==> config.mk <==
export PLATFORM = sky130hd
export DESIGN_NAME = plru_table
export DESIGN_NICKNAME = d
export VERILOG_FILES = /design/src/source/dcache_pkg.sv /design/src/source/plru_table.sv
export SDC_FILE = /design/constraint.sdc
export NUM_CORES = 1
export LEC_CHECK = 0
export ABC_AREA = 1
export BUFFER_PORTS_ARGS = -buffer_cell sky130_fd_sc_hd__buf_2
export CAP_MARGIN = 5
export CORE_MARGIN = 4
export CORE_UTILIZATION = 45
export DETAILED_ROUTE_END_ITERATION = 10
export HOLD_SLACK_MARGIN = 0.12
export PLACE_DENSITY = 0.58
export RECOVER_POWER = 50
export SYNTH_ARGS = -nofsm -noshare
export SYNTH_HDL_FRONTEND = slang
export SYNTH_SLANG_ARGS = --single-unit
export TNS_END_PERCENT = 20
==> constraint.sdc <==
create_clock -name i_clk -period 2.6 [get_ports i_clk]
set_input_delay 0.39 -clock i_clk [delete_from_list [all_inputs] [get_ports i_clk]]
set_output_delay 0.39 -clock i_clk [all_outputs]
set_load 0.005 [all_outputs]
==> src/source/dcache_pkg.sv <==
package dcache_pkg;

	// cache geometry
	localparam int NUM_WAYS       = 4;
	localparam int WORDS_PER_LINE = 8;
	localparam int NUM_SETS       = 16;

	// address fields from the top are tag, index, word and byte
	localparam int OFFSET_W   = 5;
	localparam int INDEX_W    = 4;
	localparam int TAG_W      = 23;
	localparam int WAY_W      = 2;
	localparam int WORD_SEL_W = 3;

	typedef logic [31:0]             word_t;
	typedef logic [31:0]             addr_t;
	typedef logic [3:0]              strb_t;
	typedef logic [TAG_W-1:0]        tag_t;
	typedef logic [INDEX_W-1:0]      index_t;
	typedef logic [WAY_W-1:0]        way_t;
	typedef logic [WORD_SEL_W-1:0]   wsel_t;
	// root in bit 2, leaf for ways 0/1 in bit 0, leaf for ways 2/3 in bit 1
	typedef logic [2:0]              plru_t;

	typedef enum logic [2:0] {
		INVALIDATE,
		IDLE,
		LOOKUP,
		WRITEBACK,
		REFILL,
		RESPOND
	} ctrl_state_e;

	function automatic index_t addr_index(input addr_t addr);
		return addr[OFFSET_W +: INDEX_W];
	endfunction

	function automatic tag_t addr_tag(input addr_t addr);
		return addr[OFFSET_W + INDEX_W +: TAG_W];
	endfunction

	function automatic wsel_t addr_word(input addr_t addr);
		return addr[OFFSET_W-1 -: WORD_SEL_W];
	endfunction

	function automatic addr_t line_base(input tag_t tag, input index_t index);
		return {tag, index, {OFFSET_W{1'b0}}};
	endfunction

	function automatic word_t byte_merge(input word_t old_word, input word_t new_word,
		input strb_t strb);
		word_t merged;
		merged = old_word;
		for (int b = 0; b < 4; b++) begin
			if (strb[b])
				merged[b*8 +: 8] = new_word[b*8 +: 8];
		end
		return merged;
	endfunction

endpackage

==> src/source/plru_table.sv <==
`timescale 1ns/10ps

module plru_table import dcache_pkg::*; (
	input  logic   i_clk,
	input  logic   i_rst,
	input  index_t i_set,
	output way_t   o_victim,
	input  logic   i_touch,
	input  way_t   i_way
);

	plru_t bits [NUM_SETS];
	plru_t cur;

	assign cur = bits[i_set];

	// root picks the half, the leaf of that half picks the way
	always_comb begin
		if (!cur[2])
			o_victim = {1'b0, cur[0]};
		else
			o_victim = {1'b1, cur[1]};
	end

	// point every bit on the touched path away from the touched way
	always_ff @(posedge i_clk) begin
		if (i_rst) begin
			for (int s = 0; s < NUM_SETS; s++) begin
				bits[s] <= '0;
			end
		end else if (i_touch) begin
			bits[i_set][2] <= ~i_way[1];
			if (!i_way[1])
				bits[i_set][0] <= ~i_way[0];
			else
				bits[i_set][1] <= ~i_way[0];
		end
	end

endmodule

# Yosys cells after proc, flatten, opt, wreduce, memory -nomap -nowiden
# Memories as Yosys holds them, arrays and structs flattened.
# Index checks and enable logic that the tools add are counted.
dict set report totals {
  reg_bits 0
  latch_bits 0
  mem_bits_rw 48
  rom_bits 0
  wordCells 21
  mem_count 1
}
dict set report classes {
  add_sub_neg 0
  mul 0
  div_mod_pow 0
  n_lt_le_gt_ge 0
  n_eq_ne 0
  shift 0
  muxes 17
  bitwise 2
  reduce_logical 1
}
# memory words width rd rd_clocked_by_memory_dff wr line
set mem_list {}
lappend mem_list {bits 16 3 1 0 16 plru_table.sv:12} ;# plru_t bits [NUM_SETS];
# operator count
set ops {}
lappend ops {{two-way mux 1 bit} 13}
lappend ops {{two-way mux 3 bit} 2}
lappend ops {{two-way mux 4 bit} 1}
lappend ops {{OR reduction 3 bit} 1}
lappend ops {{two-way mux 2 bit} 1}
lappend ops {{NOT 1 bit} 2}

# Logic depth before layout (Yosys ltp)
dict set report logic_depth {
  depth_word 6
  mapped_depth 13
}

# Least setup slack after synthesis
# Ideal clock, no wire load.
dict set report synth_timing {
  path_kind {input port to output port}
  start {input port i_set[1]}
  end {output port o_victim[0]}
  arrival_ps 1220
  required_time_ps 2210
  setup_slack_ps 990
  cell_stages 11
  path_buffers 2
  path_cell_list {buf_6 inv_2 buf_2 nand2_1 nand2_1 nand2_1 nand2_1 inv_1 nand2_1 nand2_1 nand2_1}
}
dict set report synth_between {
  elab_chain_cells 2
}
# item line
set synth_lines {}
lappend synth_lines {{start: declaration} plru_table.sv:6} ;# input index_t i_set,
lappend synth_lines {{memory (16 x 3 bit)} n/a}
lappend synth_lines {{two-way mux 2 bit} plru_table.sv:19} ;# if (!cur[2])
lappend synth_lines {{end: declaration} plru_table.sv:7} ;# output way_t o_victim,
# No other way between the ends.

==> results.md <==
- Outcome: finished, final reports clean
- Vias in the first global route: 2229
- Critical path launch point type: input pin
- TritonCTS clock tree: built
- FMAX: 446 MHz
- Top reg by flops: bits
- Power Density: 513 nW/µm²
- Met2 WL: 3.03 mm
- Unrepaired setup endpoints after global routing: false
- Post-route cell area: 3020 µm²
- Layout cells sized above 1: 14.5%
- CP Class: in -> reg
- Die Span X: 89.1 µm
- Drt first-iter violations: 142
- Initial Utilization: 46.6%
- Metal-1 WL: 2.99 mm
- Overall routed net length: 6.27 mm
- Rel. slew slack: 38.1%
- I/O Pins: 11
- Final min period: 2.24 ns
- P&R area growth vs syn: 2.07%
- Die ar.: 7930 µm²
- Slew @ Worst Pin: 0.928 ns
- Synthesis Warnings: 0
- ANT cells: 0
- Post-CTS Setup Bufs: 0
- Yosys cell types: 20
- Leakage: 0.00133 µW
- Post-DP HPWL: 4.17 mm
- Final Cycle Share: 86.2%
- Routed met3 length: 83 µm
- Total GRT Usage: 17.8%
- Avg WL per Cell: 13.4 µm
- Routability congestion estimate: 0.772
- CTS Root Cell: clkbuf_8
- CTS resizes: 0
- FF+latch count, synth: 48
- DR top layer: met4
- CP Max Fanout: 13
- First-pass GRT wire length: 10.5 mm
- Gate count after technology mapping: 390
- Fillers: 669
- Post-route ant nets: 0
- Largest register FFs: 48
- Mapped Area: 2960 µm²
- Max_cap viols: 0
- Clock tree buffer depth: 2
- H-tree lvl count: 2
- Clock Sinks: 48
- Maximum vdd ir drop: 0.240 mV
- Placed inst area: 3010 µm²
- Row count: 29
- Initial antenna violation count: 0
- Top Registers: bits: 48 flops
- Syn_area_per_cell: 7.58 µm²
- Post-layout net count: 400
- Max-slew violation count: 0
- WHS: 0.564 ns
- Port Buf Inserts: 10
- Total global routing overflow: 0
- WP data arrival: 2.27 ns
- Final setup TNS: 0 ns
- Most frequent cells in the layout: 188 x nand2_1, 48 x edfxtp_1, 47 x nor2_1
- Fin util: 47.5%
- Post-synthesis sequential area ratio: 48.8%
- CTS Hold Bufs: 0
- Clock transition at path regs: 0.09 ns
- Std-Cell Core Area: 6350 µm²
- CP required: 2.63 ns
- Most common cell after layout, fill and taps aside: nand2_1
- DR pass1 iterations: 4
- DR vias: 2251
- Chip Height: 89.1 µm
- Post-Syn Nets: 399
- TritonCTS buffer count: 5
- DRC violations left: 0
- Setup violators final: 0
- Fin. Hold Viols: 0
- Hold Path Class: in -> reg
- Critical path endpoint category: flip-flop
- Largest net degree at the start of global routing: 49
- Vias per Instance: 4.80
per-stage QoR:
stage                     setup slack (ns)  power [µW]  instances
after floorplan                      0.990        1080        390
after global placement               0.564        1140        461
after detailed placement             0.567        1140        461
after CTS                            0.563        1570        469
after global routing                 0.227        1630        469
final                                0.359        1550        469
final cells by class:
type / count / area, µm² / area share (%)
Timing Repair Buffer: 13 / 67.6 / 2.24
Tap cell: 77 / 96.3 / 3.19
Sequential cell: 48 / 1440 / 47.8
Inverter: 46 / 178 / 5.89
Clock inverter: 1 / 3.75 / 0.124
Clock buffer: 7 / 76.3 / 2.53
Multi-Input combinational cell: 277 / 1150 / 38.3
cell usage after synthesis:
cell type | n | area share (%)
nor2_4 | 8 | 3.0
nand3_1 | 3 | 0.51
buf_2 | 3 | 0.51
clkbuf_1 | 8 | 1.0
nor2_1 | 33 | 4.2
nor2_2 | 26 | 5.5
nor3_1 | 4 | 0.68
nand2_2 | 1 | 0.21
edfxtp_1 | 48 | 49
nand2_4 | 1 | 0.38
o21ai_0 | 12 | 2.0
nand2_1 | 187 | 24
nor2_8 | 1 | 0.68
buf_6 | 5 | 1.9
nor3_2 | 1 | 0.34
inv_1 | 19 | 2.4
buf_4 | 1 | 0.25
inv_4 | 2 | 0.42
buf_1 | 2 | 0.25
inv_2 | 25 | 3.2
final timing paths:
check	depth (start not counted)	endpoint	start
hold / removal	4	bits[0][1]	i_rst
setup / recovery	6	bits[6][1]	i_way[1]
routing by layer:
layer  up-vias  global-route usage (%)
li1       1183                       -
met1      1033                    22.3
met2        21                    30.6
met3        14                    2.30
met4         0                    7.98
met5         -                       0
kinds of logic after synthesis:
kind of cell	count (synthesis)	synth area share [%]
flip-flops	48	48.8
buffers and inverters	65	9.94
AND/OR/NAND/NOR	265	39.3
AO/OA/AOI/OAI	12	2.03
where the power goes:
part | internal, µW | switching, µW
Combinational | 57.1 | 149
Sequential | 891 | 11.9
Clock | 188 | 252
critical path, stage by stage:
cell	delay [ns]
clkbuf_1	0.67
inv_1	0.15
nor3_1	0.26
clkbuf_1	0.49
nand2_1	0.19
nand2_1	0.10
No activity file was read; power rests on OpenSTA's default activity.
