`src/source/dcache_pkg.sv`:
```
package dcache_pkg;

	// cache geometry
	localparam int NUM_WAYS       = 4;
	localparam int WORDS_PER_LINE = 8;
	localparam int NUM_SETS       = 16;

	// address fields from the top are tag, index, word and byte
	localparam int OFFSET_W   = 5;
	localparam int INDEX_W    = 4;
	localparam int TAG_W      = 23;
	localparam int WAY_W      = 2;
	localparam int WORD_SEL_W = 3;

	typedef logic [31:0]             word_t;
	typedef logic [31:0]             addr_t;
	typedef logic [3:0]              strb_t;
	typedef logic [TAG_W-1:0]        tag_t;
	typedef logic [INDEX_W-1:0]      index_t;
	typedef logic [WAY_W-1:0]        way_t;
	typedef logic [WORD_SEL_W-1:0]   wsel_t;
	// root in bit 2, leaf for ways 0/1 in bit 0, leaf for ways 2/3 in bit 1
	typedef logic [2:0]              plru_t;

	typedef enum logic [2:0] {
		INVALIDATE,
		IDLE,
		LOOKUP,
		WRITEBACK,
		REFILL,
		RESPOND
	} ctrl_state_e;

	function automatic index_t addr_index(input addr_t addr);
		return addr[OFFSET_W +: INDEX_W];
	endfunction

	function automatic tag_t addr_tag(input addr_t addr);
		return addr[OFFSET_W + INDEX_W +: TAG_W];
	endfunction

	function automatic wsel_t addr_word(input addr_t addr);
		return addr[OFFSET_W-1 -: WORD_SEL_W];
	endfunction

	function automatic addr_t line_base(input tag_t tag, input index_t index);
		return {tag, index, {OFFSET_W{1'b0}}};
	endfunction

	function automatic word_t byte_merge(input word_t old_word, input word_t new_word,
		input strb_t strb);
		word_t merged;
		merged = old_word;
		for (int b = 0; b < 4; b++) begin
			if (strb[b])
				merged[b*8 +: 8] = new_word[b*8 +: 8];
		end
		return merged;
	endfunction

endpackage

```
`src/source/tag_array.sv`:
```
`timescale 1ns/10ps

module tag_array import dcache_pkg::*; (
	input  logic                           i_clk,
	input  index_t                         i_raddr,
	output logic [NUM_WAYS-1:0][TAG_W:0]   o_rdata,
	input  logic [NUM_WAYS-1:0]            i_we,
	input  index_t                         i_waddr,
	input  logic                           i_wvalid,
	input  tag_t                           i_wdata
);

	logic valid_mem [NUM_WAYS][NUM_SETS];
	tag_t tag_mem   [NUM_WAYS][NUM_SETS];

	// one write enable per way with shared address and data
	always_ff @(posedge i_clk) begin
		for (int w = 0; w < NUM_WAYS; w++) begin
			if (i_we[w]) begin
				valid_mem[w][i_waddr] <= i_wvalid;
				tag_mem[w][i_waddr]   <= i_wdata;
			end
		end
	end

	// registered read with the valid bit on top
	always_ff @(posedge i_clk) begin
		for (int w = 0; w < NUM_WAYS; w++) begin
			o_rdata[w] <= {valid_mem[w][i_raddr], tag_mem[w][i_raddr]};
		end
	end

endmodule

```
`config.mk`:
```
export PLATFORM = sky130hd
export DESIGN_NAME = tag_array
export DESIGN_NICKNAME = d
export VERILOG_FILES = /design/src/source/dcache_pkg.sv /design/src/source/tag_array.sv
export SDC_FILE = /design/constraint.sdc
export NUM_CORES = 1
export LEC_CHECK = 0
export BUFFER_PORTS_ARGS = -buffer_cell sky130_fd_sc_hd__buf_2
export CAP_MARGIN = 20
export CORE_AREA = 4 4 290 321
export CTS_BUF_LIST = sky130_fd_sc_hd__clkbuf_16
export DETAILED_ROUTE_END_ITERATION = 6
export DIE_AREA = 0 0 294 325
export PLACE_DENSITY = 0.84
export SLEW_MARGIN = 20
export SYNTH_ARGS = -nofsm -noshare
export SYNTH_HDL_FRONTEND = slang
export SYNTH_SLANG_ARGS = --single-unit
```
`constraint.sdc`:
```
create_clock -name i_clk -period 3.6 [get_ports i_clk]
set_clock_uncertainty 0.15 [all_clocks]
set_input_delay 0.54 -clock i_clk [delete_from_list [all_inputs] [get_ports i_clk]]
set_output_delay 0.54 -clock i_clk [all_outputs]
set_load 0.01 [all_outputs]
```
# Yosys cells after proc, flatten, opt, wreduce, memory -nomap -nowiden
# Memories as Yosys holds them, arrays and structs flattened.
# Cells that the tools add are included.
# word_totals
word_cells	52
mem_bits_ro	0
inputBits	37
latch_bits	0
memories	2
out_inout_bits	96
ramBits	1536
regBits	96
# memory_table
memory	words	word_bits	read_ports	rd_ports_with_merged_regs	write_ports	line	source
tag_mem	4	368	4	0	4	tag_array.sv:14	tag_t tag_mem [NUM_WAYS][NUM_SETS];
valid_mem	4	16	4	0	4	tag_array.sv:13	logic valid_mem [NUM_WAYS][NUM_SETS];
# op_classes
n_lt_le_gt_ge	3
mul	0
bitwise	2
n_eq_ne	0
reduce_logical	1
shift	0
n_div	0
muxes	40
addsub	0
# ops
operator	n
two-way mux 368 bit	4
binary-select mux 23 bit (select 4 bit)	4
two-way mux 23 bit	9
demux 23 bit (select 4 bit)	1
two-way mux 16 bit	4
binary-select mux 1 bit (select 4 bit)	4
two-way mux 1 bit	13
greater-or-equal comparator 5 bit (second input constant)	2
NOT 4 -> 5 bit	2
less-than comparator 5 x 1 -> 1 bit (second input constant)	1
demux 1 bit (select 4 bit)	1
logical AND 1 bit	1

# Longest topological paths before layout
# logic_depth
ltp_word	6
mapped_depth	6
depth_no_buf	3

# Worst setup path after synthesis
# No wires, ideal clock.
# synth_timing
kind	input to register
start	input i_waddr[0]
end	memory tag_mem[0][299] (netlist name), enable pin
n_path_buf	0
setup_slack_ns	1.481
cell_stages	3
required_ns	3.067
t_arrival_ns	1.586
setup_ns	0.383
path_cell_list	nand2b_1 -> nor3_1 -> and2_1
# synth_rtl
item	line	source
start, declared	tag_array.sv:8	input index_t i_waddr,
end, declared	tag_array.sv:14	

# Final worst setup path
# layout_timing
start	register o_rdata[23] (netlist name)
end	output o_rdata[23] (netlist name)
# layout_rtl
item	line	source
start, declared	tag_array.sv:6	output logic [NUM_WAYS-1:0][TAG_W:0] o_rdata,
start signal, assigned by index	tag_array.sv:29	o_rdata[w] <= {valid_mem[w][i_raddr], tag_mem[w][i_raddr]};
# No word-level cell between the ends.

==> results.md <==
- number of nets in the layout: 2836
- most area-consuming cells after synthesis: sky130_fd_sc_hd__edfxtp_1, sky130_fd_sc_hd__mux4_2, sky130_fd_sc_hd__dfxtp_1, sky130_fd_sc_hd__a22oi_1, sky130_fd_sc_hd__and2_1
- Pre-Repair DR Iteration Count: 5
- Clk pwr share: 39.8%
- TritonCTS clock tree: yes
- most common library cell in the layout ignoring fill and taps: sky130_fd_sc_hd__edfxtp_1
- area share of the leading cell type in the synthesized netlist: 77.2%
- total routed wire length on the met1 layer: 50700 microns
- type of the tightest min-delay check: input pin to flop
- peak clock frequency supported by timing: 0.475 GHz
- final critical delay including setup and external delays: 2110 ps
- number of instances in the synthesized netlist: 2527
- via total after detailed routing: 30600
- routed length on met2: 78700 microns
- die area: 95600 sq um
- number of different library cells in the post-synthesis netlist: 16
- number of antenna violations at the first check in global routing: 14
- result of the run: complete, no violations
- placeable core region: 90100 sq um
- static leakage: 0.0219 uW
- wire per inst: 38.2 microns
- largest net degree at the start of global routing: 70
- Data required, critical path: 2910 ps
- layout-stage area growth over the synthesis result: 12.6%
- cell-by-cell trace of the critical path: buf_2
- share of the yosys chip area belonging to registers: 80.4%
- clock sink count: 1632
- cts bufs inserted: 148
- cell chosen for the clock root: sky130_fd_sc_hd__clkbuf_16
- worst IR drop on VDD: 0.504 mV
- post-synthesis instance area: 59800 sq um
- Critical Path Fanout Max: 1
- Startpoint Class: flop
- vias per cell: 7.45
- Detail Route Antenna Nets: 0
- Clk Latency, worst-skew pair: 760 ps
- drc violations: 0
- measured slew at the worst slew-check pin: 1120 ps
- share of total power consumed by net switching: 21.6%
- combined buffer and inverter count along the critical path: 1
- deepest level of the CTS H-tree: 4
- io pins: 133
- largest area contributor in the synthesized netlist: sky130_fd_sc_hd__edfxtp_1
- tightest slew margin relative to the limit: 25.5%
- slowest CP cell: sky130_fd_sc_hd__dfxtp_1
- total power divided by cell area: 581 nW/um^2
- share of final-layout standard cells stronger than drive strength 1: 29.0%
- die width: 294 microns
- part of the total power dissipated in sequential elements: 54.9%
- total wirelength of the detailed-routed design: 157000 microns
- portion of total power attributed to combinational logic: 5.3%
- Die Span Y: 325 microns
- highest-count cells in the layout ignoring fill and taps: sky130_fd_sc_hd__edfxtp_1, sky130_fd_sc_hd__mux4_2, sky130_fd_sc_hd__a22oi_1
- # port buffers: 132
- final setup vio count: 0
- first-pass GRT wire length: 227000 microns
- top routing layer used: met5
- mean cell area of the mapped netlist: 23.7 sq um
- deepest clock path buffer count: 3
- final hold viol count: 0
- Cell Rows: 116
- effective utilization at floorplan: 66.3%
- Top delay family on crit path: flip-flops
- setup repair after global routing missed its margin: no
- total power: 39100 uW
- total global routing track utilization: 33.7%
- Routability Congestion: 0.779
- Internal: 30600 uW
- Max Cap Viol: 0
- count of state elements after synthesis: 1632
- via count of the first global-routing pass: 31500
- switching power of the nets: 8460 uW
- portion of the clock cycle consumed by the worst path in the final layout: 58.5%
- number of warnings reported in the yosys synthesis log: 0
- arrival time of data at the critical path endpoint: 1420 ps
- start-to-end type of the worst setup path: flop to output pin
- wire length on met3: 20200 microns
- final HPWL from detailed placement: 73600 microns
- total count of max-transition violations in the final report: 0
- global route overflow: 0
- Clock transition at path regs: 70 ps
- highest cell delay on the worst timing path: 470 ps
- endpoint class of the critical path: output pin
- 1st-iter DRT viols: 5698
- Fin Setup TNS: 0 ps
- synthesized netlist net count: 2564
==> kinds of logic after synthesis <==
family / count (synthesis) / share of synthesized area (%)
flip-flops: 1632 / 80.4
AND/OR/NAND/NOR: 186 / 1.48
AO/OA/AOI/OAI: 192 / 2.41
buffers and inverters: 133 / 1.25
multiplexers: 384 / 14.5
==> synth_stat cells <==
master and instances:
sky130_fd_sc_hd__buf_6 20, sky130_fd_sc_hd__mux4_2 384, sky130_fd_sc_hd__clkbuf_1 51, sky130_fd_sc_hd__nor2b_1 2, sky130_fd_sc_hd__edfxtp_1 1536, sky130_fd_sc_hd__buf_4 19
sky130_fd_sc_hd__buf_2 21, sky130_fd_sc_hd__and2_1 65, sky130_fd_sc_hd__dfxtp_1 96, sky130_fd_sc_hd__nor4_1 1, sky130_fd_sc_hd__nand2b_1 4, sky130_fd_sc_hd__nor3_1 6
sky130_fd_sc_hd__buf_1 22, sky130_fd_sc_hd__nor2_1 10, sky130_fd_sc_hd__nand2_1 98, sky130_fd_sc_hd__a22oi_1 192
==> through the flow <==
| stage | cell area, sq um | cells | setup WS, ps | utilization, % | hold WS (ps) |
|---|---|---|---|---|---|
| after floorplan | 59800 | 2527 | 1480 | - | 485 |
| after global placement | 62500 | 3827 | 987 | 69.3 | 497 |
| after detailed placement | 62500 | 3827 | 924 | 69.3 | 508 |
| after CTS | 67200 | 4101 | 1470 | 74.6 | 184 |
| after global routing | 67300 | 4102 | 1440 | 74.6 | 167 |
| final | 67300 | 4109 | 1490 | 74.7 | 153 |
==> final cells by class <==
class                   count  area (sq um)
diodes                      7          17.5
clock buffers             150          3750
clock inverters           123           983
fillers                  4207         22800
multi-input cells         762         11000
flip-flops and latches   1632         48000
well taps                1180          1480
repair buffers            255          2020
==> registers in the layout, indices dropped and copies added (netlist names) <==
signal	flops
valid_mem	64
tag_mem	1472
o_rdata	96
==> what timing repair did <==
action | 4_1_cts | 5_1_grt
buffers inserted | 0 | 0
gates resized for setup | 0 | 0
hold endpoints to repair | 2 | 0
hold buffers | 1 | 0
==> worst paths after layout <==
path	to	slack [ps]	cells after the start	startpoint
worst max-delay path	o_rdata[23]	1490	1	o_rdata[23]
worst min-delay path	tag_mem[3][92]	150	2	i_wdata[0]
worst max register to register	o_rdata[54]	1940	3	tag_mem[2][167]
worst min register to register	o_rdata[19]	520	3	tag_mem[0][19]
==> routing by layer <==
metal  track usage [%]  vias to the layer above
met2              54.0                     3052
met1              45.7                    15700
li1                  -                    11300
met3              8.15                      584
met4              13.8                        6
met5                 0                        -
==> power groups by stage <==
stage          Clock (uW)  Combinational, uW  Sequential [uW]
3_3_place_gp            0               1870            21800
2_1_floorplan           0               1030            21800
6_report            15600               2060            21500
4_1_cts             15700               2030            21500
5_1_grt             16600               2150            21500
3_5_place_dp            0               1960            21800
(Power assumes the default switching activity.)
