File: config.mk
export PLATFORM = sky130hd
export DESIGN_NAME = dcache_ctrl_flat
export DESIGN_NICKNAME = d
export VERILOG_FILES = /design/src/source/dcache_pkg.sv /design/src/source/xfer_if.sv /design/src/source/dcache_ctrl.sv /design/src/flat_wrapper.sv
export SDC_FILE = /design/constraint.sdc
export NUM_CORES = 1
export LEC_CHECK = 0
export BUFFER_PORTS_ARGS = -buffer_cell sky130_fd_sc_hd__buf_2
export CORE_AREA = 2 2 573 575
export DETAILED_ROUTE_END_ITERATION = 8
export DIE_AREA = 0 0 575 577
export GPL_TIMING_DRIVEN = 0
export MAX_ROUTING_LAYER = met4
export PLACE_DENSITY_LB_ADDON = 0.1
export SYNTH_ARGS = -nofsm -noshare
export SYNTH_HDL_FRONTEND = slang
export SYNTH_SLANG_ARGS = --single-unit
File: constraint.sdc
create_clock -name i_clk -period 3.2 [get_ports i_clk]
set_input_delay 0.16 -clock i_clk [delete_from_list [all_inputs] [get_ports i_clk]]
set_output_delay 0.16 -clock i_clk [all_outputs]
set_load 0.05 [all_outputs]
File: src/source/dcache_pkg.sv
package dcache_pkg;

	// cache geometry
	localparam int NUM_WAYS       = 4;
	localparam int WORDS_PER_LINE = 8;
	localparam int NUM_SETS       = 16;

	// address fields from the top are tag, index, word and byte
	localparam int OFFSET_W   = 5;
	localparam int INDEX_W    = 4;
	localparam int TAG_W      = 23;
	localparam int WAY_W      = 2;
	localparam int WORD_SEL_W = 3;

	typedef logic [31:0]             word_t;
	typedef logic [31:0]             addr_t;
	typedef logic [3:0]              strb_t;
	typedef logic [TAG_W-1:0]        tag_t;
	typedef logic [INDEX_W-1:0]      index_t;
	typedef logic [WAY_W-1:0]        way_t;
	typedef logic [WORD_SEL_W-1:0]   wsel_t;
	// root in bit 2, leaf for ways 0/1 in bit 0, leaf for ways 2/3 in bit 1
	typedef logic [2:0]              plru_t;

	typedef enum logic [2:0] {
		INVALIDATE,
		IDLE,
		LOOKUP,
		WRITEBACK,
		REFILL,
		RESPOND
	} ctrl_state_e;

	function automatic index_t addr_index(input addr_t addr);
		return addr[OFFSET_W +: INDEX_W];
	endfunction

	function automatic tag_t addr_tag(input addr_t addr);
		return addr[OFFSET_W + INDEX_W +: TAG_W];
	endfunction

	function automatic wsel_t addr_word(input addr_t addr);
		return addr[OFFSET_W-1 -: WORD_SEL_W];
	endfunction

	function automatic addr_t line_base(input tag_t tag, input index_t index);
		return {tag, index, {OFFSET_W{1'b0}}};
	endfunction

	function automatic word_t byte_merge(input word_t old_word, input word_t new_word,
		input strb_t strb);
		word_t merged;
		merged = old_word;
		for (int b = 0; b < 4; b++) begin
			if (strb[b])
				merged[b*8 +: 8] = new_word[b*8 +: 8];
		end
		return merged;
	endfunction

endpackage

File: src/source/xfer_if.sv
`timescale 1ns/10ps

interface xfer_if import dcache_pkg::*; ();
	logic   wb_start;
	logic   fill_start;
	index_t set;
	way_t   way;
	tag_t   victim_tag;
	addr_t  fill_addr;
	wsel_t  req_word;
	logic   req_we;
	strb_t  req_wstrb;
	word_t  req_wdata;
	logic   done;
	// merged requested word held until the next fill
	word_t  fill_word;

	modport ctrl (
		output wb_start, fill_start, set, way, victim_tag, fill_addr,
		output req_word, req_we, req_wstrb, req_wdata,
		input  done, fill_word
	);

	modport xfer (
		input  wb_start, fill_start, set, way, victim_tag, fill_addr,
		input  req_word, req_we, req_wstrb, req_wdata,
		output done, fill_word
	);
endinterface

File: src/source/dcache_ctrl.sv
`timescale 1ns/10ps

module dcache_ctrl import dcache_pkg::*; (
	input  logic                                       i_clk,
	input  logic                                       i_rst,
	// client
	input  logic                                       i_req,
	input  logic                                       i_we,
	input  addr_t                                      i_addr,
	input  strb_t                                      i_wstrb,
	input  word_t                                      i_wdata,
	output logic                                       o_busy,
	output logic                                       o_ack,
	output word_t                                      o_rdata,
	xfer_if.ctrl                                       xfer,
	// tag array
	output index_t                                     o_tag_raddr,
	input  logic [NUM_WAYS-1:0][TAG_W:0]               i_tag_rdata,
	output logic [NUM_WAYS-1:0]                        o_tag_we,
	output index_t                                     o_tag_waddr,
	output logic                                       o_tag_wvalid,
	output tag_t                                       o_tag_wdata,
	// data array port A
	output index_t                                     o_dat_raddr,
	input  word_t [NUM_WAYS-1:0][WORDS_PER_LINE-1:0]   i_dat_rline,
	output logic [NUM_WAYS-1:0]                        o_dat_we,
	output wsel_t                                      o_dat_wsel,
	output strb_t                                      o_dat_wstrb,
	output word_t                                      o_dat_wdata,
	// lru
	output index_t                                     o_lru_set,
	input  way_t                                       i_lru_victim,
	output logic                                       o_lru_touch,
	output way_t                                       o_lru_way
);

	ctrl_state_e         state;
	ctrl_state_e         state_nxt;
	index_t              inv_cnt;
	addr_t               req_addr;
	logic                req_we;
	strb_t               req_wstrb;
	word_t               req_wdata;
	way_t                victim_q;

	index_t              req_index;
	tag_t                req_tag;
	wsel_t               req_word;
	index_t              rd_index;
	logic [NUM_WAYS-1:0] hit_vec;
	logic                hit;
	way_t                hit_way;
	logic                victim_valid;
	logic                lookup_hit;
	logic                lookup_miss;
	logic                fill_done;

	assign req_index = addr_index(req_addr);
	assign req_tag   = addr_tag(req_addr);
	assign req_word  = addr_word(req_addr);

	// arrays see the incoming address while idle
	assign rd_index = (state == IDLE) ? addr_index(i_addr) : req_index;

	always_comb begin
		hit_way = '0;
		for (int w = 0; w < NUM_WAYS; w++) begin
			hit_vec[w] = i_tag_rdata[w][TAG_W] && (i_tag_rdata[w][TAG_W-1:0] == req_tag);
			if (hit_vec[w])
				hit_way = way_t'(w);
		end
	end

	assign hit          = |hit_vec;
	assign victim_valid = i_tag_rdata[i_lru_victim][TAG_W];
	assign lookup_hit   = (state == LOOKUP) && hit;
	assign lookup_miss  = (state == LOOKUP) && !hit;
	assign fill_done    = (state == REFILL) && xfer.done;

	always_comb begin
		state_nxt = state;
		case (state)
			INVALIDATE: if (inv_cnt == index_t'(NUM_SETS - 1)) state_nxt = IDLE;
			IDLE:       if (i_req) state_nxt = LOOKUP;
			LOOKUP: begin
				if (hit)
					state_nxt = IDLE;
				else if (victim_valid)
					state_nxt = WRITEBACK;
				else
					state_nxt = REFILL;
			end
			WRITEBACK:  if (xfer.done) state_nxt = REFILL;
			REFILL:     if (xfer.done) state_nxt = RESPOND;
			RESPOND:    state_nxt = IDLE;
			default:    state_nxt = INVALIDATE;
		endcase
	end

	always_ff @(posedge i_clk) begin
		if (i_rst) begin
			state   <= INVALIDATE;
			inv_cnt <= '0;
		end else begin
			state <= state_nxt;
			if (state == INVALIDATE)
				inv_cnt <= inv_cnt + 1'b1;
		end
	end

	// request capture and victim choice
	always_ff @(posedge i_clk) begin
		if (state == IDLE && i_req) begin
			req_addr  <= i_addr;
			req_we    <= i_we;
			req_wstrb <= i_wstrb;
			req_wdata <= i_wdata;
		end
		if (state == LOOKUP)
			victim_q <= i_lru_victim;
	end

	assign o_busy  = state != IDLE;
	assign o_ack   = lookup_hit || (state == RESPOND);
	assign o_rdata = (state == RESPOND) ? xfer.fill_word : i_dat_rline[hit_way][req_word];

	// clear one set per cycle after reset, else install the refilled tag
	assign o_tag_raddr  = rd_index;
	assign o_tag_we     = (state == INVALIDATE) ? '1 :
		fill_done ? (NUM_WAYS'(1) << victim_q) : '0;
	assign o_tag_waddr  = (state == INVALIDATE) ? inv_cnt : req_index;
	assign o_tag_wvalid = state != INVALIDATE;
	assign o_tag_wdata  = req_tag;

	assign o_dat_raddr = rd_index;
	assign o_dat_we    = (lookup_hit && req_we) ? hit_vec : '0;
	assign o_dat_wsel  = req_word;
	assign o_dat_wstrb = req_wstrb;
	assign o_dat_wdata = req_wdata;

	assign o_lru_set   = req_index;
	assign o_lru_touch = lookup_hit || fill_done;
	assign o_lru_way   = (state == LOOKUP) ? hit_way : victim_q;

	// refill starts at once when the victim is empty
	assign xfer.wb_start   = lookup_miss && victim_valid;
	assign xfer.fill_start = (lookup_miss && !victim_valid) ||
		((state == WRITEBACK) && xfer.done);
	assign xfer.set        = req_index;
	assign xfer.way        = (state == LOOKUP) ? i_lru_victim : victim_q;
	assign xfer.victim_tag = i_tag_rdata[i_lru_victim][TAG_W-1:0];
	assign xfer.fill_addr  = line_base(req_tag, req_index);
	assign xfer.req_word   = req_word;
	assign xfer.req_we     = req_we;
	assign xfer.req_wstrb  = req_wstrb;
	assign xfer.req_wdata  = req_wdata;

endmodule

File: src/flat_wrapper.sv
// flat-port wrapper written by rule: the top's interface ports become plain ports
module dcache_ctrl_flat import dcache_pkg::*;
  (i_clk, i_rst, i_req, i_we, i_addr, i_wstrb, i_wdata, o_busy, o_ack, o_rdata, o_tag_raddr, i_tag_rdata, o_tag_we, o_tag_waddr, o_tag_wvalid, o_tag_wdata, o_dat_raddr, i_dat_rline, o_dat_we, o_dat_wsel, o_dat_wstrb, o_dat_wdata, o_lru_set, i_lru_victim, o_lru_touch, o_lru_way, xfer_wb_start, xfer_fill_start, xfer_set, xfer_way, xfer_victim_tag, xfer_fill_addr, xfer_req_word, xfer_req_we, xfer_req_wstrb, xfer_req_wdata, xfer_done, xfer_fill_word);
  xfer_if xfer_i ();
  input  logic i_clk;
  input  logic i_rst;
  input  logic i_req;
  input  logic i_we;
  input  addr_t i_addr;
  input  strb_t i_wstrb;
  input  word_t i_wdata;
  output logic o_busy;
  output logic o_ack;
  output word_t o_rdata;
  output index_t o_tag_raddr;
  input  logic [NUM_WAYS-1:0][TAG_W:0] i_tag_rdata;
  output logic [NUM_WAYS-1:0] o_tag_we;
  output index_t o_tag_waddr;
  output logic o_tag_wvalid;
  output tag_t o_tag_wdata;
  output index_t o_dat_raddr;
  input  word_t [NUM_WAYS-1:0][WORDS_PER_LINE-1:0] i_dat_rline;
  output logic [NUM_WAYS-1:0] o_dat_we;
  output wsel_t o_dat_wsel;
  output strb_t o_dat_wstrb;
  output word_t o_dat_wdata;
  output index_t o_lru_set;
  input  way_t i_lru_victim;
  output logic o_lru_touch;
  output way_t o_lru_way;
  output wire logic [$bits(xfer_i.wb_start)-1:0] xfer_wb_start;
  output wire logic [$bits(xfer_i.fill_start)-1:0] xfer_fill_start;
  output wire logic [$bits(xfer_i.set)-1:0] xfer_set;
  output wire logic [$bits(xfer_i.way)-1:0] xfer_way;
  output wire logic [$bits(xfer_i.victim_tag)-1:0] xfer_victim_tag;
  output wire logic [$bits(xfer_i.fill_addr)-1:0] xfer_fill_addr;
  output wire logic [$bits(xfer_i.req_word)-1:0] xfer_req_word;
  output wire logic [$bits(xfer_i.req_we)-1:0] xfer_req_we;
  output wire logic [$bits(xfer_i.req_wstrb)-1:0] xfer_req_wstrb;
  output wire logic [$bits(xfer_i.req_wdata)-1:0] xfer_req_wdata;
  input wire logic [$bits(xfer_i.done)-1:0] xfer_done;
  input wire logic [$bits(xfer_i.fill_word)-1:0] xfer_fill_word;
  assign xfer_wb_start = xfer_i.wb_start;
  assign xfer_fill_start = xfer_i.fill_start;
  assign xfer_set = xfer_i.set;
  assign xfer_way = xfer_i.way;
  assign xfer_victim_tag = xfer_i.victim_tag;
  assign xfer_fill_addr = xfer_i.fill_addr;
  assign xfer_req_word = xfer_i.req_word;
  assign xfer_req_we = xfer_i.req_we;
  assign xfer_req_wstrb = xfer_i.req_wstrb;
  assign xfer_req_wdata = xfer_i.req_wdata;
  assign xfer_i.done = xfer_done;
  assign xfer_i.fill_word = xfer_fill_word;
  dcache_ctrl u_core (.i_clk(i_clk), .i_rst(i_rst), .i_req(i_req), .i_we(i_we), .i_addr(i_addr), .i_wstrb(i_wstrb), .i_wdata(i_wdata), .o_busy(o_busy), .o_ack(o_ack), .o_rdata(o_rdata), .xfer(xfer_i), .o_tag_raddr(o_tag_raddr), .i_tag_rdata(i_tag_rdata), .o_tag_we(o_tag_we), .o_tag_waddr(o_tag_waddr), .o_tag_wvalid(o_tag_wvalid), .o_tag_wdata(o_tag_wdata), .o_dat_raddr(o_dat_raddr), .i_dat_rline(i_dat_rline), .o_dat_we(o_dat_we), .o_dat_wsel(o_dat_wsel), .o_dat_wstrb(o_dat_wstrb), .o_dat_wdata(o_dat_wdata), .o_lru_set(o_lru_set), .i_lru_victim(i_lru_victim), .o_lru_touch(o_lru_touch), .o_lru_way(o_lru_way));
endmodule
# --- Word-level counts from Yosys, hierarchy flattened ---
# Cells that the tools add are included.
classes:
  addsub: 1
  n_shift: 1
  n_eq_ne: 15
  mux: 24
  n_lt_le_gt_ge: 3
  n_reduce_logical: 21
ops:
  columns: ["operator", "n"]
  rows:
  - ["binary-select mux 256 bit (select 2 bit)", 1]
  - ["two-way mux 256 bit", 1]
  - ["binary-select mux 32 bit (select 3 bit)", 1]
  - ["== test 23 bit", 4]
  - ["two-way mux 32 bit", 2]
  - ["binary-select mux 24 bit (select 2 bit)", 1]
  - ["two-way mux 24 bit", 1]
  - ["two-way mux 4 bit", 5]
  - ["two-way mux 3 bit", 6]
  - ["case mux 3 bit (6 select lines)", 1]
  - ["logical AND 1 bit", 12]
  - ["two-way mux 2 bit", 4]
  - ["== test 3 x 2 -> 1 bit, second input constant", 2]
  - ["== test 3 bit, second input constant", 2]
  - ["< comparator 2 x 3 -> 1 bit, second input constant", 2]
  - ["inequality test 2 bit, second input constant", 3]
  - ["adder 4 x 1 -> 4 bit, second input constant", 1]
  - ["== test 4 bit, second input constant", 1]
  - ["< comparator 3 x 4 -> 1 bit, second input constant", 1]
  - ["AND reduction 4 bit", 1]
  - ["OR reduction 4 bit", 1]
  - ["<< shifter 1 x 2 -> 4 bit, first input constant", 1]
  - ["== test 3 x 1 -> 1 bit, second input constant", 1]
  - ["zero test 3 bit", 1]
  - ["6 further kinds", 9]
word_totals:
  elab_cells: 72
  regBits: 78
  in_bits: 1227
  out_inout_bits: 227

# --- Depth between registers and ports, before layout ---
# Gate-level depths: netlist of the first run.
depth:
  ltp_word: 10
  ltp_mapped: 14
  ltp_nobuf: 9

# --- Worst setup path before layout of the first run ---
# OpenSTA, ideal clock, no wires.
synth_path:
  kind: "flip-flop to output port"
  from: "reg u_core.req_addr[16]"
  to: "out o_lru_touch"
  path_stages_with_launch: 12
  path_slack_ns: -0.203
  n_path_buf: 4
  arrival_time_ns: 3.243
  path_cell_list: "edfxtp_1 buf_2 xor2_1 nor4_2 nand4_1 or4_1 buf_2 buf_6 buf_6 nand4_1 nand3_1 a21oi_1"
synth_between:
  elab_chain_cells: 5
  elab_cells_between_ends: 11
synth_rtl:
  columns: ["item", "line_no", "text"]
  rows:
  - ["from (decl)", "dcache_ctrl.sv:40", "addr_t req_addr;"]
  - ["from (signal assigned)", "dcache_ctrl.sv:114", "req_addr <= i_addr;"]
  - ["== test 23 bit", "dcache_ctrl.sv:68", "hit_vec[w] = i_tag_rdata[w][TAG_W] && (i_tag_rdata[w][TAG_W-1:0] == req_tag);"]
  - ["logical AND 1 bit", "dcache_ctrl.sv:68", null]
  - ["OR reduction 4 bit *", "dcache_ctrl.sv:74", "assign hit = |hit_vec;"]
  - ["logical AND 1 bit *", "dcache_ctrl.sv:76", "assign lookup_hit = (state == LOOKUP) && hit;"]
  - ["logical OR 1 bit *", "dcache_ctrl.sv:142", "assign o_lru_touch = lookup_hit || fill_done;"]
  - ["to (decl)", "flat_wrapper.sv:29", "output logic o_lru_touch;"]
# Every way passes the cells marked *; elsewhere a longest branch is shown, timed or not.

# --- Worst setup path after layout of the first run ---
layout_path:
  from: "reg u_core.req_addr[30]"
  to: "out o_rdata[15]"
layout_between:
  elab_chain_cells: 10
  elab_cells_between_ends: 14
layout_rtl:
  columns: ["item", "line_no", "text"]
  rows:
  - ["== test 23 bit", "dcache_ctrl.sv:68", null]
  - ["logical AND 1 bit", "dcache_ctrl.sv:68", null]
  - ["two-way mux 1 bit", "dcache_ctrl.sv:69", "if (hit_vec[w])"]
  - ["two-way mux 2 bit", "dcache_ctrl.sv:69", null]
  - ["two-way mux 2 bit *", "dcache_ctrl.sv:69", null]
  - ["binary-select mux 256 bit (select 2 bit) *", "dcache_ctrl.sv:125", "assign o_rdata = (state == RESPOND) ? xfer.fill_word : i_dat_rline[hit_way][req_word];"]
  - ["two-way mux 256 bit (not written as such) *", "dcache_ctrl.sv:125", null]
  - ["binary-select mux 32 bit (select 3 bit) *", "dcache_ctrl.sv:125", null]
  - ["two-way mux 32 bit (not written as such) *", "dcache_ctrl.sv:125", null]
  - ["two-way mux 32 bit *", "dcache_ctrl.sv:125", null]
  - ["to (decl)", "flat_wrapper.sv:14", "output word_t o_rdata;"]
# Every way passes the cells marked *; elsewhere a longest branch is shown, timed or not. The select of a mux whose other input is x is not followed.

==> results of run 1 <==
## sequential cells by signal, indices dropped and copies added, names as in the netlist
name and count:
u_core.o_dat_wstrb 4, u_core.inv_cnt 4, u_core.xfer.req_we 1, u_core.state 3, u_core.o_dat_wdata 32, u_core.req_addr 30
u_core.victim_q 2
## cell usage in the layout, fill, tap and decap left out, types with 67 or more instances in the layout
| cell type | instances |
|---|---|
| a211oi_1 | 97 |
| a211oi_2 | 67 |
| a21oi_1 | 153 |
| buf_2 | 1407 |
| buf_4 | 205 |
| diode_2 | 145 |
| edfxtp_1 | 67 |
| mux2i_1 | 113 |
| nand2_1 | 188 |
| nor2_1 | 139 |
| o21ai_0 | 76 |
| o21ai_1 | 102 |
## synth_stat cells (25+ instances only)
cell      number
mux2i_1      144
nor2_1       173
buf_2         41
o21ai_0      102
nand2_1      197
xnor2_1       58
o21ai_1      125
clkbuf_1     141
a31oi_1       50
nor4_1        27
buf_1         25
a21oi_1      257
and3_1        64
edfxtp_1      67
buf_4         81
nor3_1        50
xor2_1        37
a211oi_1     188
## metal layers
metal	vias to the layer above	GRT usage (%)	wire [um]
met2	1455	34.70	165000
met5	-	-	0
met4	0	3.024	7840
met1	12620	19.75	119100
li1	11220	-	-
met3	268	4.524	20180
## final timing paths
path	from	to	slack, ps
worst max-delay path	u_core.req_addr[30]	o_rdata[15]	-1180
worst max register to register	u_core.req_addr[24]	u_core.state[2]	50
worst min register to register	u_core.inv_cnt[1]	u_core.inv_cnt[1]	560
worst min-delay path	i_wdata[11]	u_core.o_dat_wdata[11]	20
## area by class of cell
class | count | share of cell area, %
diodes | 145 | 0.9981
plain buffers | 282 | 8.043
clock buffers | 10 | 0.6298
clock inverters | 6 | 0.3063
inverters | 4 | 0.04130
multi-input cells | 1671 | 39.35
flip-flops and latches | 76 | 6.030
well taps | 4346 | 14.96
repair buffers | 1704 | 29.65
## cell families after synthesis
| kind of cell | Yosys count | synth area share [%] |
|---|---|---|
| compound gates | 821 | 34.99 |
| simple gates | 570 | 18.31 |
| buf+inv | 299 | 10.72 |
| mux | 178 | 14.68 |
| xor+xnor | 95 | 5.830 |
| flops | 76 | 15.36 |
| fa+ha+maj | 1 | 0.08765 |
| other cells | 1 | 0.02627 |
## critical path: cells and delay by family, from the launching register on
family                 cells  cell delay (ps)
AND/OR/NAND/NOR            5             1230
buffers and inverters      6             1220
AO/OA/AOI/OAI              2              650
flip-flops                 1              520
XOR/XNOR                   1              110
## timing repair
item	4_1_cts	5_1_grt
resized for setup	1017	221
setup endpoints to repair	45	45
endpoints found under the hold margin	64	0
setup buffers	120	30
pin swaps	123	92
hold buffers	64	0
cloned	8	2
## per-stage QoR
step	util (%)	TNS [ps]
finish	11.16	-37060
detailed placement	8.565	-138170
CTS	10.69	-40870
global route	11.12	-42280
floorplan	-	-755.7
global placement	8.308	-291910
## where the power goes
group          switching, W  internal, W  total, W  leakage, nW
Sequential       0.00000424      0.00108   0.00108        0.675
Clock              0.000573     0.000766   0.00134        0.166
Combinational       0.00126     0.000980   0.00224         14.4
==> results.py, run 1 <==
metrics = {
    "sta": {
        "grt_setup_unrepaired": "true",
        "whs_ps": 20.75,
        "tightest_slew_ps": 1143,
        "finalSetupViolCount": 40,
        "period_minus_slack_ps": 4377,
        "hold_viol_final": 0,
        "timing.final.crit_share_pct": 136.8,
        "worst_slack_ps": -1177,
        "maxSlewViolCount": 0,
        "fin_skew_ps": 9.323,
        "relSlewSlack_pct": 23.79,
        "fmax_mhz": 228.4,
    },
    "clock_tree": {
        "cts_buffers": 9,
        "clockBufferDepth": 2,
        "clockRootBuffer": "clkbuf_16",
        "insertion_delay_ps": 390,
        "htreeDepth": 3,
        "clkTransAtPathRegs_ps": 80,
        "cts.sinks": 76,
        "cts_tree": "yes",
    },
    "place": {
        "gp_congestion": 0.8796,
        "placed_cell_area_sq_um": 27910,
        "io_buffers": 1444,
        "dp_slack_ps": -4104,
        "detailed_place_hpwl_mm": 278.9,
        "place_inst": 7872,
    },
    "routing": {
        "num_vias": 25560,
        "drtIter0Drc": 1502,
        "first_pass_iters": 5,
        "viasPerCell": 3.101,
        "routed_wl_mm": 312.1,
        "wl_per_cell_um": 37.86,
        "drc_errors": 0,
        "antenna_left": 0,
    },
    "logic_synthesis": {
        "synth_top_area_share_pct": 14.10,
        "synthCells": 2041,
        "synth_area_leaders": "edfxtp_1 14%, mux2i_1 10%, a211oi_1 9.9%",
        "synth.ff_latch_count": 76,
        "yosys_warnings": 0,
        "synth_top_area_cell": "edfxtp_1",
        "async_reset_ff_share_pct": 0,
        "netlist_area_sq_um": 14270,
        "synth.avg_cell_area_sq_um": 6.993,
        "ys_seq_area_share_pct": 15.36,
        "synthFlopType": "edfxtp_1",
        "synth_cell_types": 57,
        "synth-edff-count": 67,
    },
    "run": {
        "cap_violations": 0,
    },
    "outcome": {
        "violations": "negative setup slack",
        "status": "finished, violations left",
    },
    "grt": {
        "antenna_found_initial": 250,
        "grt_first_pass_wirelength_mm": 366.8,
        "grt-ovfl-total": 0,
        "grt_pass1_vias": 26400,
        "grt_usage_pct": 18.51,
        "grt_max_degree": 47,
    },
    "final_layout": {
        "regArea_sq_um": 2192,
        "multi_input_area_sq_um": 14310,
        "postLayoutCellArea_sq_um": 36350,
        "syn_to_final_growth_pct": 154.7,
        "fin_nets": 4976,
        "layout-drive-gt1-share_pct": 65.36,
        "nFillCells": 38270,
        "final_cells": 8244,
    },
    "floorplan": {
        "fp.dieW_um": 575,
        "start_util_pct": 4.381,
        "die_h_um": 577,
        "ioPinCount": 1454,
        "dieArea_sq_um": 331800,
        "core_region_area_sq_um": 325800,
        "rows": 210,
    },
    "setup_path": {
        "end_kind": "output port",
        "crit_slowest_cell": "edfxtp_1",
        "start_kind": "flop",
        "arrival_ps": 4220,
        "crit_chain": "buf_6 -> xnor2_2 -> nand4_1 -> nor4_4 -> buf_6 -> nand2_8 -> buf_12 -> clkbuf_16 -> clkbuf_2 -> a211oi_2 -> nor3_4 -> nor3_4 -> a22o_2 -> buf_8",
        "slowest_delay_ps": 520,
        "cp.required_ps": 3040,
        "critPathKind": "flop to output port",
        "worstPathMaxFanout": 10,
        "r2r_cells": 14,
    },
    "pwr": {
        "powerDensity_nw_per_um2": 128.3,
        "irDropWorstVdd_mv": 0.3136,
        "power_w": 0.004666,
        "p_leak_nw": 15.24,
    },
    "worst_hold_path": {
        "whs_path_depth": 1,
        "hold_path_class": "primary input to flop",
    },
}
No activity file was read; power rests on OpenSTA's default activity.
==> inputs of run 2 (changes only) <==
CORE_AREA = 2 2 567 569   (was 2 2 573 575)
DIE_AREA = 0 0 569 571   (was 0 0 575 577)
clock period = 5.24 ns   (was 3.2 ns; I/O delays follow)
==> results.py, run 2 (synthesis gave the netlist of run 1 again) <==
metrics = {
    "clock_tree": {
        "htreeDepth": 3,
        "cts.sinks": 76,
        "insertion_delay_ps": 420,
        "cts_tree": "yes",
        "cts_buffers": 9,
        "clockRootBuffer": "clkbuf_16",
        "clkTransAtPathRegs_ps": 90,
        "clockBufferDepth": 2,
    },
    "floorplan": {
        "die_h_um": 571,
        "dieArea_sq_um": 324900,
        "ioPinCount": 1454,
        "rows": 208,
        "fp.dieW_um": 569,
        "core_region_area_sq_um": 319300,
        "start_util_pct": 4.470,
    },
    "worst_hold_path": {
        "min_from": "i_wstrb[2]",
        "hold_end": "u_core.o_dat_wstrb[2]",
        "hold_path_class": "primary input to flop",
        "whs_path_depth": 1,
    },
    "setup_path": {
        "r2r_cells": 16,
        "worstPathMaxFanout": 10,
        "path_buf_inv": 6,
        "rr_startpoint": "u_core.req_addr[14]",
        "rr_endpoint": "u_core.state[2]",
        "slowest_delay_ps": 650,
        "cp.depth": 15,
        "crit_start": "u_core.req_addr[20]",
        "crit_chain": "buf_12 -> clkbuf_1 -> xnor2_1 -> nand4_1 -> nor4_2 -> buf_4 -> and2_4 -> clkbuf_4 -> nand2_1 -> a31oi_1 -> a21oi_1 -> o311ai_2 -> buf_6 -> a22o_1 -> buf_2",
        "end_kind": "output port",
        "cp.required_ps": 4980,
        "arrival_ps": 4820,
        "r2r_slack_ps": 1350,
        "critPathKind": "flop to output port",
        "crit_slowest_cell": "a31oi_1",
        "start_kind": "flop",
        "cpLargestDelayFamily": "buffers and inverters",
    },
    "sta": {
        "relSlewSlack_pct": 12.83,
        "fmax_mhz": 196.7,
        "grt_setup_unrepaired": "false",
        "finalSetupViolCount": 0,
        "tightest_slew_ps": 1308,
        "fin_skew_ps": 19.36,
        "timing.final.crit_share_pct": 97.03,
        "tns_ps": 0,
        "period_minus_slack_ps": 5084,
        "maxSlewViolCount": 0,
        "hold_viol_final": 0,
    },
    "final_layout": {
        "fin_nets": 4837,
        "final_util_pct": 9.448,
        "final_cell_mix": "1461 x buf_2, 231 x a21oi_1, 194 x nand2_1",
        "syn_to_final_growth_pct": 111.4,
        "layout-drive-gt1-share_pct": 53.65,
        "final_common_cell": "buf_2",
        "nFillCells": 37750,
        "postLayoutCellArea_sq_um": 30170,
        "largest_reg_flops": 32,
    },
    "outcome": {
        "status": "finished clean",
    },
    "routing": {
        "num_vias": 24540,
        "wl_per_cell_um": 37.72,
        "routed_wl_mm": 299.3,
        "viasPerCell": 3.093,
        "drtIter0Drc": 1466,
        "antenna_left": 0,
        "drc_errors": 0,
        "first_pass_iters": 5,
    },
    "grt": {
        "grt-ovfl-total": 0,
        "antenna_found_initial": 212,
        "grt_pass1_vias": 25530,
        "grt_max_degree": 47,
        "grt_first_pass_wirelength_mm": 354.3,
        "grt_usage_pct": 18.18,
    },
    "pwr": {
        "powerDensity_nw_per_um2": 89.00,
        "p_leak_nw": 13.29,
        "irDropWorstVdd_mv": 0.2852,
    },
    "place": {
        "gp_congestion": 0.8788,
        "detailed_place_hpwl_mm": 275.4,
        "io_buffers": 1444,
        "placed_cell_area_sq_um": 27850,
    },
    "run": {
        "cap_violations": 0,
    },
}
run 2: power by group:
| part | switching, W | internal (W) | total [W] |
|---|---|---|---|
| clock network | 0.000364 | 0.000428 | 0.000791 |
| registers | 0.00000245 | 0.000659 | 0.000662 |
| logic | 0.000712 | 0.000521 | 0.00123 |
| total | 0.00108 | 0.00161 | 0.00269 |
run 2: layout make-up:
cell class | count | area [sq um] | share of cell area [%]
buffer | 290 | 1837 | 6.088
inverter | 4 | 15.01 | 0.04977
antenna | 121 | 302.8 | 1.004
tap | 4200 | 5255 | 17.42
multi-input combinational | 1670 | 11560 | 38.31
clock inverter | 3 | 28.78 | 0.09539
sequential | 76 | 2192 | 7.266
timing repair buffer | 1558 | 8667 | 28.73
clock buffer | 13 | 314.1 | 1.041
run 2: through the flow:
step	hold WS, ps	worst slack, ps	total power (W)	cells
after floorplan	331.1	1735	0.0009963	2045
after global placement	439.4	-5718	0.001888	7689
after detailed placement	440.3	-3094	0.001906	7736
after CTS	0.1946	3.036	0.002778	7813
after global routing	21.35	1.084	0.002805	7910
final	27.88	155.8	0.002685	7935
run 2: worst max-delay path by stage:
stage,to,slack (ps)
floorplan,o_lru_touch,1730
global placement,o_rdata[28],-5720
detailed placement,o_rdata[30],-3090
CTS,o_rdata[29],3
global route,o_rdata[19],1
finish,o_rdata[16],160
run 2: what timing repair did:
item	CTS	global route
hold buffers	27	0
pin swaps	15	3
buffers inserted	39	0
resized for setup	257	11
hold endpoints to repair	27	0
setup endpoints to repair	43	14
run 2: layer usage:
| layer | wire, um | share of wire [%] | track usage, % | vias to the layer above |
|---|---|---|---|---|
| li1 | - | - | - | 10930 |
| met1 | 112100 | 37 | 19.34 | 12080 |
| met2 | 162400 | 54 | 34.89 | 1345 |
| met3 | 22000 | 7.3 | 4.472 | 187 |
| met4 | 2805 | 0.94 | 1.215 | 0 |
| met5 | 0 | 0 | - | - |
==> inputs of run 3 (changes only) <==
RECOVER_POWER = 25   (was not set)
==> results.py, run 3 (synthesis gave the netlist of run 1 again) <==
metrics = {
    "setup_path": {
        "arrival_ps": 4830,
        "slowest_delay_ps": 650,
        "crit_chain": "buf_12 -> clkbuf_1 -> xnor2_1 -> nand4_1 -> nor4_2 -> buf_4 -> and2_4 -> clkbuf_4 -> nand2_1 -> a31oi_1 -> a21oi_1 -> o311ai_2 -> buf_6 -> a22o_1 -> buf_2",
        "r2r_slack_ps": 1350,
        "end_kind": "output port",
        "start_kind": "flop",
        "worstPathMaxFanout": 10,
        "critPathKind": "flop to output port",
        "cpLargestDelayFamily": "buffers and inverters",
        "crit_slowest_cell": "a31oi_1",
        "path_buf_inv": 6,
        "cp.required_ps": 4980,
    },
    "final_layout": {
        "largest_reg_flops": 32,
        "final_util_pct": 9.437,
        "fin_nets": 4837,
        "final_cell_mix": "1435 x buf_2, 231 x a21oi_1, 194 x nand2_1",
        "postLayoutCellArea_sq_um": 30130,
        "regArea_sq_um": 2192,
        "nFillCells": 37760,
        "syn_to_final_growth_pct": 111.1,
        "final_common_cell": "buf_2",
        "final_cells": 7934,
        "multi_input_area_sq_um": 11560,
        "layout-drive-gt1-share_pct": 52.93,
    },
    "clock_tree": {
        "cts.sinks": 76,
        "clockBufferDepth": 2,
        "cts_buffers": 9,
        "clockRootBuffer": "clkbuf_16",
        "cts_tree": "yes",
        "clkTransAtPathRegs_ps": 90,
        "htreeDepth": 3,
        "insertion_delay_ps": 420,
    },
    "floorplan": {
        "die_h_um": 571,
        "rows": 208,
        "core_region_area_sq_um": 319300,
        "start_util_pct": 4.470,
        "ioPinCount": 1454,
        "fp.dieW_um": 569,
        "dieArea_sq_um": 324900,
    },
    "grt": {
        "grt-ovfl-total": 0,
        "grt_usage_pct": 18.18,
        "antenna_found_initial": 212,
        "grt_max_degree": 47,
        "grt_first_pass_wirelength_mm": 354.3,
        "grt_pass1_vias": 25530,
    },
    "sta": {
        "timing.final.crit_share_pct": 97.10,
        "worst_slack_ps": 151.7,
        "fmax_mhz": 196.5,
        "fin_skew_ps": 19.82,
        "maxSlewViolCount": 0,
        "relSlewSlack_pct": 12.83,
        "whs_ps": 27.93,
        "finalSetupViolCount": 0,
        "hold_viol_final": 0,
        "period_minus_slack_ps": 5088,
        "tightest_slew_ps": 1308,
        "grt_setup_unrepaired": "false",
    },
    "place": {
        "io_buffers": 1444,
        "place_inst": 7736,
        "detailed_place_hpwl_mm": 275.4,
        "placed_cell_area_sq_um": 27850,
        "gp_congestion": 0.8788,
        "dp_slack_ps": -3094,
    },
    "worst_hold_path": {
        "hold_path_class": "primary input to flop",
    },
    "routing": {
        "antenna_left": 0,
        "first_pass_iters": 5,
        "drc_errors": 0,
        "drtIter0Drc": 1466,
        "viasPerCell": 3.091,
        "num_vias": 24530,
        "routed_wl_mm": 299.4,
        "wl_per_cell_um": 37.73,
    },
    "run": {
        "cap_violations": 0,
    },
    "pwr": {
        "irDropWorstVdd_mv": 0.2852,
        "powerDensity_nw_per_um2": 89.12,
        "p_leak_nw": 13.22,
    },
    "outcome": {
        "status": "finished clean",
    },
}
-- run 3: cell types whose count changed in the layout (fill, tap and decap cells not counted), sizes merged --
| cell | previous run | this run |
|---|---|---|
| clkbuf | 152 | 178 |
| buf | 1678 | 1652 |
| diode | 121 | 120 |
-- run 3: report_power, final --
part           internal [W]  leakage (nW)  switching [W]  total (W)
logic              0.000520          12.4       0.000712    0.00123
registers          0.000659         0.675     0.00000245   0.000662
clock network      0.000428         0.171       0.000364   0.000792
-- run 3: cell type report --
type | count | share of cell area [%]
flip-flops and latches | 76 | 7.275
diodes | 120 | 0.9965
inverters | 4 | 0.04983
well taps | 4200 | 17.44
multi-input cells | 1670 | 38.35
repair buffers | 1558 | 28.65
clock buffers | 13 | 1.042
plain buffers | 290 | 6.095
clock inverters | 3 | 0.09550
-- run 3: routing by layer --
layer	up-vias	global-route usage [%]	share of wire, %
li1	10930	-	-
met1	12070	19.34	37
met2	1336	34.89	54
met3	191	4.472	7.3
met4	0	1.215	0.96
met5	-	-	0
-- run 3: path summary, 6_finish.rpt --
check / to / startpoint / cells after the start
hold reg to reg: u_core.inv_cnt[3] / u_core.inv_cnt[3] / 2
setup reg to reg: u_core.state[2] / u_core.req_addr[14] / 16
setup / recovery: o_rdata[16] / u_core.req_addr[20] / 15
hold / removal: u_core.o_dat_wstrb[2] / i_wstrb[2] / 1
-- run 3: worst register-to-register path, delay by kind of cell, from the launching register on --
| family | cells | cell delay [ps] |
|---|---|---|
| simple gates | 6 | 1360 |
| xor+xnor | 1 | 130 |
| compound gates | 2 | 420 |
| buf+inv | 7 | 1500 |
| flops | 1 | 420 |
-- run 3: timing repair --
item	in CTS	in global routing
pin swaps	15	3
buffers inserted	39	0
endpoints found under the setup margin	43	14
gates resized for setup	257	11
hold endpoints to repair	27	0
hold buffers	27	0
-- run 3: stage by stage --
| stage | setup TNS, ps | power [W] |
|---|---|---|
| 2_1_floorplan | 0 | 0.0009963 |
| 3_3_place_gp | -152740 | 0.001888 |
| 3_5_place_dp | -69640 | 0.001906 |
| 4_1_cts | 0 | 0.002778 |
| 5_1_grt | 0 | 0.002805 |
| 6_report | 0 | 0.002685 |
